File: src/logic/qla_bus_pkg.sv
// register bus package
// board/axis counts, bus widths, address field layout,
// device codes, board register address and the bus request struct

package qla_bus_pkg;

    // board dimensions
    localparam int NUM_AXES = 4;

    // bus widths
    localparam int ADDR_W = 8;
    localparam int DATA_W = 32;

    // address split into channel (high nibble) and device (low nibble)
    localparam int CHAN_MSB = 7;
    localparam int CHAN_LSB = 4;
    localparam int DEV_MSB  = 3;
    localparam int DEV_LSB  = 0;

    // channel 0 is the board, axes start at channel 1
    localparam logic [CHAN_MSB-CHAN_LSB:0] CHAN_AXIS_BASE = 4'd1;

    // per-axis device codes
    localparam logic [DEV_MSB-DEV_LSB:0] DEV_ADC    = 4'd0;
    localparam logic [DEV_MSB-DEV_LSB:0] DEV_DAC    = 4'd1;
    localparam logic [DEV_MSB-DEV_LSB:0] DEV_STATUS = 4'd2;

    // amp enable mask lives in channel 0, device 0
    localparam logic [ADDR_W-1:0] BOARD_ENABLE_ADDR = 8'h00;

    // one bus request, write strobe is single cycle
    typedef struct packed {
        logic [ADDR_W-1:0] addr;
        logic [DATA_W-1:0] wdata;
        logic              wen;
    } bus_req_t;

endpackage

File: src/logic/qla_axis_pkg.sv
// axis current package
// current word types, per-axis control and status structs,
// safety constants and the over-current rule

package qla_axis_pkg;

    // offset binary currents, midscale is zero amps
    localparam int               CUR_W   = 16;
    localparam logic [CUR_W-1:0] CUR_MID = 16'h8000;

    // magnitude math is done wide enough for 2*|cmd| + margin
    localparam int MAG_W = 18;

    // allowed slack on top of twice the command magnitude
    localparam logic [CUR_W-1:0] SAFETY_MARGIN = 16'h0100;

    // consecutive over-limit samples before the fault latches
    localparam int                    TRIP_CNT_W        = 4;
    localparam logic [TRIP_CNT_W-1:0] SAFETY_TRIP_COUNT = 4'd4;

    typedef logic [CUR_W-1:0] cur_t;

    // one current per axis, axis 0 in the low slice
    typedef cur_t [qla_bus_pkg::NUM_AXES-1:0] cur_vec_t;

    // command write from the decoder
    typedef struct packed {
        logic cmd_wen;
        cur_t cmd;
    } axis_ctrl_t;

    // everything readback needs from one axis
    typedef struct packed {
        cur_t                  fb;
        cur_t                  cmd;
        logic                  fault;
        logic [TRIP_CNT_W-1:0] trip_cnt;
    } axis_status_t;

    // distance from midscale
    function automatic logic [MAG_W-1:0] cur_mag(input cur_t c);
        logic [CUR_W-1:0] d;
        if (c >= CUR_MID) d = c - CUR_MID;
        else              d = CUR_MID - c;
        return {{(MAG_W-CUR_W){1'b0}}, d};
    endfunction

    // feedback too high for this command
    function automatic logic over_limit(input cur_t fb, input cur_t cmd);
        logic [MAG_W-1:0] limit;
        limit = (cur_mag(cmd) << 1) + {{(MAG_W-CUR_W){1'b0}}, SAFETY_MARGIN};
        return cur_mag(fb) > limit;
    endfunction

endpackage

File: src/logic/qla_axis_safety.sv
// per-axis current safety checker
// command register, feedback latch, over-limit counter and fault latch

`timescale 1ns/1ps

module qla_axis_safety (
    input  logic                       sysclk,
    input  logic                       rst_n,
    input  qla_axis_pkg::axis_ctrl_t   ctrl,
    input  logic                       adc_valid,
    input  qla_axis_pkg::cur_t         adc_sample,
    output qla_axis_pkg::axis_status_t status
);

    import qla_axis_pkg::*;

    // latest command and feedback
    cur_t cmd_q;
    cur_t fb_q;

    // consecutive over-limit samples
    logic [TRIP_CNT_W-1:0] trip_cnt_q;
    logic                  fault_q;

    // incoming sample vs the command in force
    logic over;

    // this sample would be the one that trips
    logic last_trip;

    // ------------------------------------------------------------------------
    // command and feedback registers
    // ------------------------------------------------------------------------

    always_ff @(posedge sysclk) begin
        if (!rst_n) begin
            // zero amps
            cmd_q <= CUR_MID;
        end else if (ctrl.cmd_wen) begin
            cmd_q <= ctrl.cmd;
        end
    end

    always_ff @(posedge sysclk) begin
        if (!rst_n) begin
            fb_q <= CUR_MID;
        end else if (adc_valid) begin
            fb_q <= adc_sample;
        end
    end

    // ------------------------------------------------------------------------
    // safety check
    // ------------------------------------------------------------------------

    // old command is used when a sample and a write share an edge
    assign over      = over_limit(adc_sample, cmd_q);
    assign last_trip = (trip_cnt_q == SAFETY_TRIP_COUNT - 1'b1);

    always_ff @(posedge sysclk) begin
        if (!rst_n) begin
            trip_cnt_q <= '0;
            fault_q    <= 1'b0;
        end else if (ctrl.cmd_wen) begin
            // new command rearms the axis, wins over a same-edge sample
            trip_cnt_q <= '0;
            fault_q    <= 1'b0;
        end else if (adc_valid) begin
            if (over) begin
                // saturate at the trip count
                if (trip_cnt_q != SAFETY_TRIP_COUNT) begin
                    trip_cnt_q <= trip_cnt_q + 1'b1;
                end
                if (last_trip) begin
                    fault_q <= 1'b1;
                end
            end else begin
                // streak broken
                trip_cnt_q <= '0;
            end
        end
    end

    // ------------------------------------------------------------------------
    // status out
    // ------------------------------------------------------------------------

    always_comb begin
        status.fb       = fb_q;
        status.cmd      = cmd_q;
        status.fault    = fault_q;
        status.trip_cnt = trip_cnt_q;
    end

    // fault is sticky until software rewrites the command
    a_fault_sticky: assert property (
        @(posedge sysclk) disable iff (!rst_n)
        $fell(fault_q) |-> $past(ctrl.cmd_wen)
    );

    // counter saturates
    a_cnt_max: assert property (
        @(posedge sysclk) disable iff (!rst_n)
        trip_cnt_q <= SAFETY_TRIP_COUNT
    );

endmodule

File: src/logic/qla_axis_top.sv
// current safety subsystem top
// bus decoder, four axis safety checkers, readback block

`timescale 1ns/1ps

module qla_axis_top (
    input  logic                               sysclk,
    input  logic                               rst_n,
    input  logic [qla_bus_pkg::ADDR_W-1:0]     reg_addr,
    input  logic [qla_bus_pkg::DATA_W-1:0]     reg_wdata,
    input  logic                               reg_wen,
    input  logic                               adc_valid,
    input  qla_axis_pkg::cur_vec_t             adc_sample,
    output logic [qla_bus_pkg::DATA_W-1:0]     reg_rdata,
    output logic [qla_bus_pkg::NUM_AXES-1:0]   amp_disable
);

    import qla_bus_pkg::*;
    import qla_axis_pkg::*;

    // bus request as one bundle
    bus_req_t bus_req;

    // decoder to checkers
    axis_ctrl_t [NUM_AXES-1:0] axis_ctrl;
    logic [NUM_AXES-1:0]       amp_enable;

    // checkers to readback
    axis_status_t [NUM_AXES-1:0] axis_status;

    assign bus_req = '{addr: reg_addr, wdata: reg_wdata, wen: reg_wen};

    // ------------------------------------------------------------------------
    // bus write decode
    // ------------------------------------------------------------------------

    qla_reg_decode u_decode (
        .sysclk     (sysclk),
        .rst_n      (rst_n),
        .bus        (bus_req),
        .axis_ctrl  (axis_ctrl),
        .amp_enable (amp_enable)
    );

    // ------------------------------------------------------------------------
    // per-axis checkers, each sees its own ADC slice
    // ------------------------------------------------------------------------

    for (genvar i = 0; i < NUM_AXES; i++) begin : g_axis
        qla_axis_safety u_safety (
            .sysclk     (sysclk),
            .rst_n      (rst_n),
            .ctrl       (axis_ctrl[i]),
            .adc_valid  (adc_valid),
            .adc_sample (adc_sample[i]),
            .status     (axis_status[i])
        );
    end

    // reads use the same address as writes
    qla_readback u_readback (
        .sysclk      (sysclk),
        .rst_n       (rst_n),
        .rd_addr     (bus_req.addr),
        .amp_enable  (amp_enable),
        .status      (axis_status),
        .reg_rdata   (reg_rdata),
        .amp_disable (amp_disable)
    );

endmodule

File: src/logic/qla_readback.sv
// register readback
// registered read data mux over board and axis registers,
// registered amplifier disable vector

`timescale 1ns/1ps

module qla_readback (
    input  logic                                                   sysclk,
    input  logic                                                   rst_n,
    input  logic [qla_bus_pkg::ADDR_W-1:0]                         rd_addr,
    input  logic [qla_bus_pkg::NUM_AXES-1:0]                       amp_enable,
    input  qla_axis_pkg::axis_status_t [qla_bus_pkg::NUM_AXES-1:0] status,
    output logic [qla_bus_pkg::DATA_W-1:0]                         reg_rdata,
    output logic [qla_bus_pkg::NUM_AXES-1:0]                       amp_disable
);

    import qla_bus_pkg::*;
    import qla_axis_pkg::*;

    // address fields
    logic [CHAN_MSB-CHAN_LSB:0] chan;
    logic [DEV_MSB-DEV_LSB:0]   dev;

    // addressed axis, hit is low for channel 0 and channels past the axes
    axis_status_t sel;
    logic         hit;

    logic [DATA_W-1:0]   rdata_next;
    logic [NUM_AXES-1:0] fault_vec;

    assign chan = rd_addr[CHAN_MSB:CHAN_LSB];
    assign dev  = rd_addr[DEV_MSB:DEV_LSB];

    // ------------------------------------------------------------------------
    // read select
    // ------------------------------------------------------------------------

    always_comb begin
        sel = status[0];
        hit = 1'b0;
        for (int i = 0; i < NUM_AXES; i++) begin
            if (chan == CHAN_AXIS_BASE + 4'(i)) begin
                sel = status[i];
                hit = 1'b1;
            end
        end
    end

    always_comb begin
        // unmapped reads return zero
        rdata_next = '0;
        if (rd_addr == BOARD_ENABLE_ADDR) begin
            // disable vector above the mask
            rdata_next[2*NUM_AXES-1:0] = {amp_disable, amp_enable};
        end else if (hit) begin
            case (dev)
                DEV_ADC:    rdata_next[CUR_W-1:0] = sel.fb;
                DEV_DAC:    rdata_next[CUR_W-1:0] = sel.cmd;
                DEV_STATUS: begin
                    rdata_next[DATA_W-1]       = sel.fault;
                    rdata_next[TRIP_CNT_W-1:0] = sel.trip_cnt;
                end
                default:    rdata_next = '0;
            endcase
        end
    end

    always_ff @(posedge sysclk) begin
        if (!rst_n) reg_rdata <= '0;
        else        reg_rdata <= rdata_next;
    end

    // ------------------------------------------------------------------------
    // amplifier disables
    // ------------------------------------------------------------------------

    always_comb begin
        for (int i = 0; i < NUM_AXES; i++) begin
            fault_vec[i] = status[i].fault;
        end
    end

    // off unless enabled and healthy
    always_ff @(posedge sysclk) begin
        if (!rst_n) amp_disable <= '1;
        else        amp_disable <= ~amp_enable | fault_vec;
    end

    // amp lines go straight to the drivers, never let X out
    a_amp_known: assert property (
        @(posedge sysclk) disable iff (!rst_n)
        !$isunknown(amp_disable)
    );

endmodule

File: src/logic/qla_reg_decode.sv
// bus write decoder
// per-axis DAC command strobes and the board amp enable mask register

`timescale 1ns/1ps

module qla_reg_decode (
    input  logic                                                 sysclk,
    input  logic                                                 rst_n,
    input  qla_bus_pkg::bus_req_t                                bus,
    output qla_axis_pkg::axis_ctrl_t [qla_bus_pkg::NUM_AXES-1:0] axis_ctrl,
    output logic [qla_bus_pkg::NUM_AXES-1:0]                     amp_enable
);

    import qla_bus_pkg::*;
    import qla_axis_pkg::*;

    // address fields
    logic [CHAN_MSB-CHAN_LSB:0] chan;
    logic [DEV_MSB-DEV_LSB:0]   dev;

    // command strobes gathered for the one-hot check
    logic [NUM_AXES-1:0] cmd_wen_vec;

    // board enable mask
    logic [NUM_AXES-1:0] mask_q;

    assign chan = bus.addr[CHAN_MSB:CHAN_LSB];
    assign dev  = bus.addr[DEV_MSB:DEV_LSB];

    // ------------------------------------------------------------------------
    // axis command strobes
    // ------------------------------------------------------------------------

    // combinational from the bus, only a DAC write to an axis channel
    always_comb begin
        for (int i = 0; i < NUM_AXES; i++) begin
            cmd_wen_vec[i] = bus.wen && (dev == DEV_DAC)
                             && (chan == CHAN_AXIS_BASE + 4'(i));
            axis_ctrl[i].cmd_wen = cmd_wen_vec[i];
            // low half of the write word is the current
            axis_ctrl[i].cmd = bus.wdata[CUR_W-1:0];
        end
    end

    // ------------------------------------------------------------------------
    // board enable mask
    // ------------------------------------------------------------------------

    always_ff @(posedge sysclk) begin
        if (!rst_n) begin
            // all amps off until software enables them
            mask_q <= '0;
        end else if (bus.wen && (bus.addr == BOARD_ENABLE_ADDR)) begin
            mask_q <= bus.wdata[NUM_AXES-1:0];
        end
    end

    assign amp_enable = mask_q;

    // one write, one axis
    a_cmd_onehot: assert property (
        @(posedge sysclk) disable iff (!rst_n)
        $onehot0(cmd_wen_vec)
    );

endmodule

File: config.mk
export PLATFORM = sky130hd
export DESIGN_NAME = qla_axis_top
export DESIGN_NICKNAME = d
export VERILOG_FILES = /design/src/logic/qla_bus_pkg.sv /design/src/logic/qla_axis_pkg.sv /design/src/logic/qla_axis_safety.sv /design/src/logic/qla_axis_top.sv /design/src/logic/qla_readback.sv /design/src/logic/qla_reg_decode.sv
export SDC_FILE = /design/constraint.sdc
export NUM_CORES = 1
export LEC_CHECK = 0
export ABC_AREA = 0
export BUFFER_PORTS_ARGS = -buffer_cell sky130_fd_sc_hd__buf_4
export CAP_MARGIN = 20
export CORE_ASPECT_RATIO = 0.7
export CORE_MARGIN = 2
export CORE_UTILIZATION = 50
export DETAILED_ROUTE_END_ITERATION = 10
export HOLD_SLACK_MARGIN = 0.08
export PLACE_DENSITY = 0.69
export SLEW_MARGIN = 20
export SYNTH_ARGS = -nofsm -noshare
export SYNTH_HDL_FRONTEND = slang
export SYNTH_SLANG_ARGS = --single-unit
export TNS_END_PERCENT = 30
File: constraint.sdc
create_clock -name sysclk -period 9.6 [get_ports sysclk]
set_input_delay 1.92 -clock sysclk [delete_from_list [all_inputs] [get_ports sysclk]]
set_output_delay 1.92 -clock sysclk [all_outputs]
set_load 0.01 [all_outputs]
==> results.yml <==
synthesis:
  synth_cells: 1598
  yosysTopAreaCell: "dfxtp_1"
  synth_warnings: 0
  yosys_register_bits: 173
  synth_top_family_by_area: "simple AND/OR/NAND/NOR gates"
  synthesis.area_um2: 12500
  synth_cell_types: 69
  yosysSeqAreaShare_pct: 27.7
  synth_ff_type: "dfxtp_1"
  synth-simple-area-share_pct: 24.2
  synth_top_area_share_pct: 27.7
  synth_mux_area_share_pct: 8.24
  postSynthAreaPerCell_um2: 7.83
  synthTopCellsByArea: "dfxtp_1 28%, mux2i_1 8.2%, ha_1 8.0%"
  synth_xor_area_share_pct: 9.32
  synth-adder-area-share_pct: 8.00
  synthArstFlopShare_pct: 0
  synth_compound_area_share_pct: 17.2
  synth_edf_count: 0
clocking:
  ctsLongestPathBuffers: 2
  cts-htree-levels: 4
  cts_made_buffers: 17
  cts.sinks: 173
  root_buffer: "clkbuf_16"
  cts_setup_buffers: 0
  cts_tree: "built"
  cts_hold_buf: 0
  cts-resized-gates: 0
  insertion_delay_ns: 0.45
  clk_pin_slew_ns: 0.07
drt:
  num_vias: 11600
  finalWirelength_mm: 37.1
  wire_per_inst_um: 18.7
  ant_nets: 0
  route.detailed.drc: 0
  dr.pass1.iters: 8
  viasPerCell: 5.85
  drt_iter0_markers: 1140
sta:
  fin_worst_skew_ns: 0.0106
  relSlewSlack_pct: 36.2
  setup_ws_ns: 4.58
  fin_crit_ns: 5.02
  finalHoldViolations: 0
  fmax_mhz: 199
  post-route-period-util_pct: 52.3
  setup_viol: 0
  tightest_slew_ns: 0.954
  rsz0062_at_grt: "false"
  tns_ns: 0
  drv_slew: 0
layout:
  synthToLayoutAreaGrowth_pct: 12.1
  final_common_cell: "nand2_1"
  nets: 1832
  diodes: 0
  drive_gt1_share_pct: 10.6
  layout_common_cells: "234 x nand2_1, 173 x dfxtp_1, 122 x buf_4"
  finalNonFillerCells: 1982
  nFillCells: 2289
  fin_util_pct: 57.0
setup_path:
  arrival_ns: 5.35
  cp-end-kind: "flip-flop"
  required_ns: 9.93
  crit_type: "in -> reg"
  reg2reg_slack_ns: 4.98
  startpoint_type: "input port"
  worstPathMaxFanout: 7
global_route:
  grt_pass1_wl_mm: 58.0
  grt_start_max_net_pins: 91
  grt_usage_pct: 28.5
  grt_antenna_before_repair: 0
  grt.overflow.total: 0
  grt_pass1_vias: 10300
floorplan:
  core-area_um2: 24600
  initial_core_util_pct: 50.8
  io_pins: 144
  fp.dieW_um: 193
  rows: 48
  dieHeight_um: 136
  die-area_um2: 26300
power:
  power.switching_mw: 0.493
  p_clk_share_pct: 39.9
  p_leak_nw: 5.35
  cellPowerDensity_nw_per_um2: 123
  internal-power_mw: 1.23
  p_sw_share_pct: 28.6
  power_frac_seq_pct: 43.7
  p_comb_share_pct: 16.4
  vdd_drop_max_uv: 138
  power_mw: 1.72
placed_design:
  gp_congestion: 0.940
  place_ws_ns: 4.14
  dp.cells: 1950
  port-buffer-count: 112
  place_hpwl_mm: 27.9
flow_run:
  cap_violations: 0
worst_hold_path:
  min_path_type: "reg -> reg"
run_status:
  status: "complete, no violations"
-- worst max-delay path, cell delays in order --
cell and delay, ns:
buf_4 0.13, nor4_1 0.57, nand2_1 0.12, nor3_1 0.26, a21oi_1 0.14, xor2_1 0.16
ha_1 0.29, nand4_1 0.12, or3b_2 0.47, or4_1 0.47, o21ai_0 0.12, a31oi_1 0.06
and3_1 0.27, a31oi_1 0.20, nor2_1 0.05
-- state kept, by name, indices dropped and copies added, names as in the netlist --
signal and flops:
g_axis.u_safety.cmd_q 64, g_axis.u_safety.fb_q 64, u_readback.reg_rdata 17, g_axis.u_safety.trip_cnt_q 16, g_axis.u_safety.fault_q 4, u_decode.amp_enable 4
u_readback.amp_disable 4
-- cells in the mapped netlist (3+ instances only) --
master      n
xnor2_1    62
nor3_1     51
inv_1      53
nor2b_1    69
o21bai_1    4
a22o_1      3
nand3b_1    6
and3_1      8
a31oi_1    28
o21ai_0    47
a21boi_0   67
nor2_1    119
clkbuf_1   83
o31ai_1     5
and2_1     11
a211oi_1   12
or4_1       5
ha_1       80
nand2_1   234
buf_4      15
a221oi_1   18
nand2b_1    7
buf_1      11
nand4_1    17
a21oi_1    77
or3_1       6
nor4_1     20
mux2i_1   103
nor4b_1     8
nor3b_1     9
nand3_1    36
a41oi_1     7
dfxtp_1   173
xor2_1     68
o211ai_1   23
nand4b_1    6
a22oi_1     6
-- stage by stage --
step	instance area, um^2	hold slack (ns)
finish	14000	0.445
global route	14000	0.469
CTS	14000	0.444
detailed placement	13500	0.422
global placement	13500	0.411
floorplan	12600	0.393
-- area by class of cell --
type	count	area (um^2)	area share, %
inverters	53	199	1.42
clock buffers	20	457	3.25
multi-input cells	1277	8480	60.4
well taps	325	407	2.90
repair buffers	122	916	6.53
flip-flops and latches	173	3460	24.7
clock inverters	12	113	0.803
-- cells by family after synthesis --
family	count (synthesis)
xor gates and xnor gates	131
buffers and inverters	162
muxes	103
DFF	173
AOI/OAI and AO/OA	321
and+or+nand+nor	627
adders and majority gates	80
other	1
-- routing by layer --
metal / wire length, um / vias to the layer above / share of wire, % / global-route usage [%]
met4: 599 / 0 / 1.6 / 6.57
met5: 0 / - / 0 / 0
met3: 3140 / 49 / 8.5 / 6.40
met1: 18200 / 5451 / 49 / 43.2
met2: 15200 / 400 / 41 / 40.4
li1: - / 5704 / - / -
-- worst paths after layout --
| path | start | to | cells past startpoint |
|---|---|---|---|
| max | adc_sample[0] | g_axis[0].u_safety.fault_q | 15 |
| min | u_decode.amp_enable[3] | u_readback.amp_disable[3] | 1 |
| max reg2reg | g_axis[1].u_safety.cmd_q[0] | g_axis[1].u_safety.trip_cnt_q[1] | 20 |
| min reg2reg | u_decode.amp_enable[3] | u_readback.amp_disable[3] | 1 |
-- power groups by stage --
stage,Combinational (mW),Clock (mW),Sequential [mW]
2_1_floorplan,0.181,0,0.763
3_3_place_gp,0.270,0,0.767
3_5_place_dp,0.277,0,0.767
4_1_cts,0.279,0.689,0.751
5_1_grt,0.312,0.721,0.754
6_report,0.282,0.686,0.752
No activity file was read; power rests on OpenSTA's default activity.
